**src/design/pe_pkg.sv**
```systemverilog
// shared widths, lane count and vector types
// for the eight-lane dot-product processing element

package pe_pkg;

	// ============================================================
	// widths
	// ============================================================

	// bits per activation or kernel weight
	localparam int ELE_W = 8;
	// elements per beat, the tree depth of three levels depends on it
	localparam int LANES = 8;
	// MAC word and output word
	localparam int OUT_W = 32;
	// activation group sum, wraps modulo 2^18
	localparam int ACT_SUM_W = 18;

	// ============================================================
	// types
	// ============================================================

	// one element
	typedef logic [ELE_W-1:0] ele_t;
	// one beat, lane 0 in the low byte
	typedef logic [LANES*ELE_W-1:0] ele_row_t;
	// unsigned lane product
	typedef logic [2*ELE_W-1:0] prod_t;
	// beat sum, group sum or result
	typedef logic [OUT_W-1:0] acc_t;
	// per-beat or group activation sum
	typedef logic [ACT_SUM_W-1:0] act_sum_t;
	// bias, taken with the final beat
	typedef logic signed [OUT_W-1:0] bias_t;

endpackage
```
**src/design/pe_stage_if.sv**
```systemverilog
// stage tags and bias from the control delay line
// to the group accumulators and the result stage

interface pe_stage_if import pe_pkg::*; ();

	// stage 5, seen by both accumulators
	logic  acc_valid;
	logic  acc_final;

	// stage 6, bias addition
	logic  add_final;
	bias_t bias;

	// stage 7, output load
	logic  out_final;

	// the control block drives every tag
	modport ctrl (
		output acc_valid,
		output acc_final,
		output add_final,
		output bias,
		output out_final
	);

	modport acc (
		input acc_valid,
		input acc_final
	);

	modport result (
		input add_final,
		input bias,
		input out_final
	);

endinterface

```
**src/design/pe_dot8.sv**
```systemverilog
// eight-lane dot-product processing element, MAC with bias
// plus activation group sum, fixed 7-cycle latency

module pe_dot8 import pe_pkg::*; #(
	parameter int OUT_W     = pe_pkg::OUT_W,
	parameter int ACT_SUM_W = pe_pkg::ACT_SUM_W
) (
	input  logic     clk,
	input  logic     reset,
	input  logic     valid_in,
	input  logic     final_in,
	input  ele_row_t act_row,
	input  ele_row_t ker_row,
	input  bias_t    bias_in,
	output logic     valid_out,
	output acc_t     mac_sum,
	output acc_t     act_sum
);

	// ============================================================
	// internal nets
	// ============================================================

	pe_stage_if tags ();

	acc_t     mac_beat;
	act_sum_t act_beat;
	acc_t     mac_group;
	act_sum_t act_group;

	// tag and bias alignment
	pe_stage_ctrl u_ctrl (
		.clk      (clk),
		.reset    (reset),
		.valid_in (valid_in),
		.final_in (final_in),
		.bias_in  (bias_in),
		.tags     (tags.ctrl)
	);

	// per-beat sums, both ready after E4
	pe_mult_tree u_mult_tree (
		.clk      (clk),
		.reset    (reset),
		.valid_in (valid_in),
		.act_row  (act_row),
		.ker_row  (ker_row),
		.beat_sum (mac_beat)
	);

	pe_act_tree u_act_tree (
		.clk      (clk),
		.reset    (reset),
		.valid_in (valid_in),
		.act_row  (act_row),
		.beat_sum (act_beat)
	);

	// group accumulation at E5
	pe_group_acc #(.WIDTH(OUT_W)) mac_acc (
		.clk       (clk),
		.reset     (reset),
		.beat_sum  (mac_beat),
		.tags      (tags.acc),
		.group_sum (mac_group)
	);

	pe_group_acc #(.WIDTH(ACT_SUM_W)) act_acc (
		.clk       (clk),
		.reset     (reset),
		.beat_sum  (act_beat),
		.tags      (tags.acc),
		.group_sum (act_group)
	);

	// bias at E6, outputs at E7
	pe_result_stage #(
		.OUT_W     (OUT_W),
		.ACT_SUM_W (ACT_SUM_W)
	) u_result (
		.clk       (clk),
		.reset     (reset),
		.mac_group (mac_group),
		.act_group (act_group),
		.tags      (tags.result),
		.valid_out (valid_out),
		.mac_sum   (mac_sum),
		.act_sum   (act_sum)
	);

endmodule

```
**src/design/pe_result_stage.sv**
```systemverilog
// result stage, adds the bias to the MAC group sum and
// registers both group results onto the outputs

module pe_result_stage import pe_pkg::*; #(
	parameter int OUT_W     = pe_pkg::OUT_W,
	parameter int ACT_SUM_W = pe_pkg::ACT_SUM_W
) (
	input  logic     clk,
	input  logic     reset,
	input  acc_t     mac_group,
	input  act_sum_t act_group,
	pe_stage_if.result tags,
	output logic     valid_out,
	output acc_t     mac_sum,
	output acc_t     act_sum
);

	logic [OUT_W-1:0]     mac_b;
	logic [ACT_SUM_W-1:0] act_b;

	// E6, bias add, result wraps modulo 2^32
	always_ff @(posedge clk) begin
		if (tags.add_final) begin
			mac_b <= mac_group + tags.bias;
			act_b <= act_group;
		end
	end

	// E7, outputs change only with valid_out and hold otherwise
	always_ff @(posedge clk) begin
		if (reset) begin
			valid_out <= 1'b0;
			mac_sum   <= '0;
			act_sum   <= '0;
		end else begin
			valid_out <= tags.out_final;
			if (tags.out_final) begin
				mac_sum <= mac_b;
				// activation sum zero-extended to the output word
				act_sum <= {{(OUT_W-ACT_SUM_W){1'b0}}, act_b};
			end
		end
	end

endmodule

```
**src/design/pe_group_acc.sv**
```systemverilog
// group accumulator, sums beat sums over a group and
// presents the group total when the final beat arrives

module pe_group_acc import pe_pkg::*; #(
	parameter int WIDTH = OUT_W
) (
	input  logic             clk,
	input  logic             reset,
	input  logic [WIDTH-1:0] beat_sum,
	pe_stage_if.acc          tags,
	output logic [WIDTH-1:0] group_sum
);

	// ============================================================
	// running total
	// ============================================================

	// partial sum of the group so far, wraps at WIDTH bits
	logic [WIDTH-1:0] total;

	always_ff @(posedge clk) begin
		if (reset) begin
			total     <= '0;
			group_sum <= '0;
		end else if (tags.acc_valid) begin
			if (tags.acc_final) begin
				// close the group, final beat included
				group_sum <= total + beat_sum;
				// next group starts from zero
				total     <= '0;
			end else begin
				total <= total + beat_sum;
			end
		end
		// idle cycles inside a group leave everything as is
	end

	// group_sum holds until the next final, long enough
	// for the result stage to pick it up one cycle later

endmodule

```
**src/design/pe_act_tree.sv**
```systemverilog
// activation sum tree, adds the eight activations of a beat,
// latency matched to the product tree

module pe_act_tree import pe_pkg::*; (
	input  logic     clk,
	input  logic     reset,
	input  logic     valid_in,
	input  ele_row_t act_row,
	output act_sum_t beat_sum
);

	ele_row_t           act_q;
	ele_t               act_e [LANES];
	logic [ELE_W:0]     sum1_q [LANES/2];
	logic [ELE_W+1:0]   sum2_q [LANES/4];
	logic [ELE_W+2:0]   sum3_q;

	// E0 capture, zeros when the beat is idle
	always_ff @(posedge clk) begin
		if (reset || !valid_in) begin
			act_q <= '0;
		end else begin
			act_q <= act_row;
		end
	end

	always_comb begin
		for (int i = 0; i < LANES; i++) begin
			act_e[i] = act_q[i*ELE_W +: ELE_W];
		end
	end

	// E1 to E3 adder levels
	always_ff @(posedge clk) begin
		for (int i = 0; i < LANES/2; i++) begin
			sum1_q[i] <= act_e[2*i] + act_e[2*i+1];
		end
		for (int i = 0; i < LANES/4; i++) begin
			sum2_q[i] <= sum1_q[2*i] + sum1_q[2*i+1];
		end
		sum3_q <= sum2_q[0] + sum2_q[1];
		// E4, stands in for the multiply stage of the product tree
		beat_sum <= act_sum_t'(sum3_q);
	end

endmodule

```
**src/design/pe_mult_tree.sv**
```systemverilog
// product tree, captures one beat, multiplies the eight lanes
// and reduces the products in three registered adder levels

module pe_mult_tree import pe_pkg::*; (
	input  logic     clk,
	input  logic     reset,
	input  logic     valid_in,
	input  ele_row_t act_row,
	input  ele_row_t ker_row,
	output acc_t     beat_sum
);

	ele_row_t act_q;
	ele_row_t ker_q;
	ele_t     act_e [LANES];
	ele_t     ker_e [LANES];
	prod_t    prod_q [LANES];

	// level sums grow one bit per level
	logic [2*ELE_W:0]   sum1_q [LANES/2];
	logic [2*ELE_W+1:0] sum2_q [LANES/4];

	// ============================================================
	// E0 input capture
	// ============================================================

	// idle beats enter as zeros, so they add nothing downstream
	always_ff @(posedge clk) begin
		if (reset || !valid_in) begin
			act_q <= '0;
			ker_q <= '0;
		end else begin
			act_q <= act_row;
			ker_q <= ker_row;
		end
	end

	// split into lanes, lane 0 is the low byte
	always_comb begin
		for (int i = 0; i < LANES; i++) begin
			act_e[i] = act_q[i*ELE_W +: ELE_W];
			ker_e[i] = ker_q[i*ELE_W +: ELE_W];
		end
	end

	// ============================================================
	// E1 products, E2 to E4 adder levels
	// ============================================================

	always_ff @(posedge clk) begin
		// unsigned 8x8, full 16-bit product
		for (int i = 0; i < LANES; i++) begin
			prod_q[i] <= act_e[i] * ker_e[i];
		end
		// pairs of products
		for (int i = 0; i < LANES/2; i++) begin
			sum1_q[i] <= prod_q[2*i] + prod_q[2*i+1];
		end
		// pairs of pairs
		for (int i = 0; i < LANES/4; i++) begin
			sum2_q[i] <= sum1_q[2*i] + sum1_q[2*i+1];
		end
		// last level widens to the MAC word
		beat_sum <= acc_t'(sum2_q[0]) + acc_t'(sum2_q[1]);
	end

endmodule

```
**src/design/pe_stage_ctrl.sv**
```systemverilog
// stage control, delays valid, final and bias so each tag
// lines up with the pipeline stage that consumes it

module pe_stage_ctrl import pe_pkg::*; (
	input  logic          clk,
	input  logic          reset,
	input  logic          valid_in,
	input  logic          final_in,
	input  bias_t         bias_in,
	pe_stage_if.ctrl      tags
);

	// ============================================================
	// tag delay lines
	// ============================================================

	// bit k holds the tag of the beat sampled k edges ago
	logic [5:1] valid_d;
	logic [7:1] final_d;

	// final only counts together with valid
	always_ff @(posedge clk) begin
		if (reset) begin
			valid_d <= '0;
			final_d <= '0;
		end else begin
			valid_d <= {valid_d[4:1], valid_in};
			final_d <= {final_d[6:1], valid_in & final_in};
		end
	end

	// ============================================================
	// bias alignment
	// ============================================================

	// one slot per stage, so back-to-back finals keep their own bias
	bias_t bias_d [1:6];

	always_ff @(posedge clk) begin
		// first slot only moves on a final beat
		if (valid_in && final_in) begin
			bias_d[1] <= bias_in;
		end
		for (int i = 2; i <= 6; i++) begin
			bias_d[i] <= bias_d[i-1];
		end
	end

	// taps, stage 5 for accumulation, 6 for bias add, 7 for output
	assign tags.acc_valid = valid_d[5];
	assign tags.acc_final = final_d[5];
	assign tags.add_final = final_d[6];
	assign tags.bias      = bias_d[6];
	assign tags.out_final = final_d[7];

endmodule

```
**config.mk**
```make
export PLATFORM = sky130hd
export DESIGN_NAME = pe_dot8
export DESIGN_NICKNAME = d
export VERILOG_FILES = /design/src/design/pe_pkg.sv /design/src/design/pe_stage_if.sv /design/src/design/pe_dot8.sv /design/src/design/pe_result_stage.sv /design/src/design/pe_group_acc.sv /design/src/design/pe_act_tree.sv /design/src/design/pe_mult_tree.sv /design/src/design/pe_stage_ctrl.sv
export SDC_FILE = /design/constraint.sdc
export NUM_CORES = 2
export LEC_CHECK = 0
export BUFFER_PORTS_ARGS = -buffer_cell sky130_fd_sc_hd__buf_2
export CORE_MARGIN = 2
export CORE_UTILIZATION = 63
export DETAILED_ROUTE_END_ITERATION = 10
export MAX_ROUTING_LAYER = met4
export PLACE_DENSITY = 0.85
export SLEW_MARGIN = 25
export SYNTH_ARGS = -nofsm -noshare
export SYNTH_HDL_FRONTEND = slang
export SYNTH_SLANG_ARGS = --single-unit
```
**constraint.sdc**
```tcl
create_clock -name clk -period 5.23 [get_ports clk]
set_input_delay 0.523 -clock clk [delete_from_list [all_inputs] [get_ports clk]]
set_output_delay 0.523 -clock clk [all_outputs]
set_load 0.02 [all_outputs]
```
==> out/summary.txt <==
Detailed Place HPWL - 75,200 um
CTS tree - done
Slew Viols, Final - 0
worst setup margin - 0.748 ns
Crit-path slowest cell - fa_1
Resize count post-CTS - 0
Synth top area share - 32.4%
via count - 33,200
Worst Path Required - 5.77 ns
flops & latches, synth - 862
CTS HTree Levels - 3
Post-Synthesis Cells - 4,785
CTS hold repair buffers - 26
most common cell after layout, fill and taps aside - dfxtp_1
GRT Overall Usage - 26.7%
Seq/Total Area, Yosys - 37.5%
DRT Wirelength - 101,000 um
critical path's most frequent cell - fa_1
cell area after synthesis - 48,200 um^2
vias in the first global route - 33,700
Fmax achieved - 223 MHz
number of synthesized flops with an enable pin - 82
row count - 101
share of cells above drive strength 1 - 7.84%
Routed Antenna Nets - 0
routed length per instance - 16.6 um
Leak - 0.0259 uW
crit path kind - reg2reg
Top Ports - 229
largest net degree at the start of global routing - 131
crit share post-route - 85.7%
post-synth cell types - 86
Tightest Pin Transition - 1.01 ns
Core ar. - 75,800 um^2
Synth Flop Type - dfxtp_1
dpl ws - 0.796 ns
Worst EP arrival - 5.02 ns
power density over cell area - 295 nW/um^2
Die X - 281 um
drt pass-1 iters - 6
Avg Cell Area, Syn - 10.1 um^2
Final Setup Violations - 0
largest area contributor in the netlist - dfxtp_1
final core utilization - 70.7%
relative slew slack - 32.5%
TNS Setup - 0 ns
Die Y - 281 um
TritonCTS Buffers - 88
nets - 6,049
residual DRC count - 0
clock transition at the registers of the reported paths - 0.06 ns
final hold viol count - 0
Buffers on Ports - 214
Max-Cap Viols - 0
Root Buffer - clkbuf_16
CP endpoint kind - flop
Area growth, synth to finish - 11.3%
Critical Path Fanout Max - 9
Final Non-Filler Cells - 6,110
first-pass GRT wire length - 165,000 um
drt initial violations - 1,855
Min Hold Slack - 0.0221 ns
post-synthesis async set-or-reset flop share - 0%
CTS sink count - 862
GRT overflow - 0
Vias/cell - 5.43
# fillers - 5,372
antenna violations before repair - 5
RSZ-0062 raised after global routing - no
post-CTS setup buffer count - 0
Peak VDD IR - 0.286 mV
synthesis warning total - 0
most frequent cells in the layout - dfxtp_1, inv_1, and2_1
Critical Path Max Stage Delay - 0.50 ns
DP Cell Count - 5,917
run status - complete, no violations
min cycle time layout - 4.48 ns
Synth area leaders - dfxtp_1, ha_1, fa_1
Die Area - 78,700 um^2
Max Buffers Root-to-Sink - 3
Startpoint Class - flop
min-delay worst type - in2reg
Initial Utilization - 63.5%
gpl congestion - 0.926
Clock Latency Late Sink - 0.67 ns
clock skew - 0.0718 ns
Critical Path, Cell by Cell - and2_1 -> fa_1 -> fa_1 -> inv_1 -> fa_1 -> fa_1 -> inv_1 -> ha_1 -> o21ai_0 -> a21boi_0 -> o21ai_0 -> a21oi_1 -> a41o_1 -> o41a_1 -> xnor2_1
[worst paths after layout]
| path | slack (ns) | depth (start not counted) | endpoint | start |
|---|---|---|---|---|
| max | 0.75 | 15 | u_mult_tree.prod_q[0][15]$_DFF_P_ | u_act_tree.act_q[3]$_SDFF_PP0_ |
| min | 0.02 | 1 | u_ctrl.bias_d[0][62]$_DFFE_PP_ | bias_in[30] |
| max reg2reg | 0.75 | 15 | u_mult_tree.prod_q[0][15]$_DFF_P_ | u_act_tree.act_q[3]$_SDFF_PP0_ |
| min reg2reg | 0.31 | 0 | u_act_tree.beat_sum[9]$_DFF_P_ | u_act_tree.sum3_q[9]$_DFF_P_ |
[power breakdown]
part | internal (uW) | total, uW | switching [uW]
registers | 7150 | 7450 | 298
logic | 782 | 1790 | 1000
clock network | 3790 | 6570 | 2780
total | 11700 | 15800 | 4080
[cell type report]
class / count / area, um^2 / area share [%]
sequential: 862 / 18100 / 33.7
clock buffer: 115 / 2500 / 4.66
inverter: 574 / 2150 / 4.02
clock inverter: 50 / 626 / 1.17
timing repair buffer: 250 / 1410 / 2.64
multi-input combinational: 3279 / 27600 / 51.5
tap: 978 / 1220 / 2.28
antenna: 2 / 5.00 / 0.00934
[state kept, by name (all words and copies together) (netlist names), 36 cells and up]
register            flops
u_act_tree.act_q       64
u_act_tree.sum1_q      36
u_ctrl.bias_d         192
u_mult_tree.ker_q      64
u_mult_tree.prod_q    128
u_mult_tree.sum1_q     68
u_mult_tree.sum2_q     36
[cell families (layout without fill, tap and decap cells)]
kind of cell | count (synthesis) | in the layout | share of synthesized area, %
buf+inv | 657 | 989 | 5.31
xor+xnor | 290 | 290 | 5.27
fa+ha+maj | 830 | 830 | 26.3
mux | 52 | 52 | 1.08
compound gates | 701 | 701 | 9.20
simple gates | 1392 | 1392 | 15.3
flops | 862 | 862 | 37.5
other cells | 1 | 16 | 0.00779
[routing by layer]
layer | vias up | global-route usage, % | routed length [um] | part of all wire, %
met5 | - | - | 0 | 0
met4 | 0 | 10.4 | 3580 | 3.5
met3 | 238 | 3.70 | 4440 | 4.4
met2 | 746 | 45.2 | 49900 | 49
met1 | 15900 | 32.4 | 43500 | 43
li1 | 16300 | - | - | -
[worst max-delay path: cells and delay by family (launching register included)]
| family | cells | cell delay [ns] |
|---|---|---|
| fa+ha+maj | 5 | 2.23 |
| compound gates | 6 | 1.24 |
| flops | 1 | 0.42 |
| simple gates | 1 | 0.23 |
| xor+xnor | 1 | 0.13 |
| buf+inv | 2 | 0.10 |
[cells in the mapped netlist, types with 21 or more instances]
cell type,n
dfxtp_1,780
inv_1,574
and2_1,560
ha_1,525
fa_1,305
nand2_1,267
a21oi_1,243
xnor2_1,241
nor2_1,238
o21ai_0,143
edfxtp_1,82
nor3_1,74
a21o_1,59
nor2b_1,56
nand3_1,53
mux2i_1,52
clkbuf_1,50
xor2_1,49
nand2b_1,31
o21bai_1,31
a31oi_1,29
or3_1,28
a21boi_0,25
and3_1,24
a211oi_1,21
[through the flow]
step / instance area, um^2 / power, uW
after floorplan: 48200 / 8750
after global placement: 50200 / 9260
after detailed placement: 50200 / 9320
after CTS: 53600 / 15900
after global routing: 53600 / 16400
final: 53600 / 15800
No activity file was read; power rests on OpenSTA's default activity.
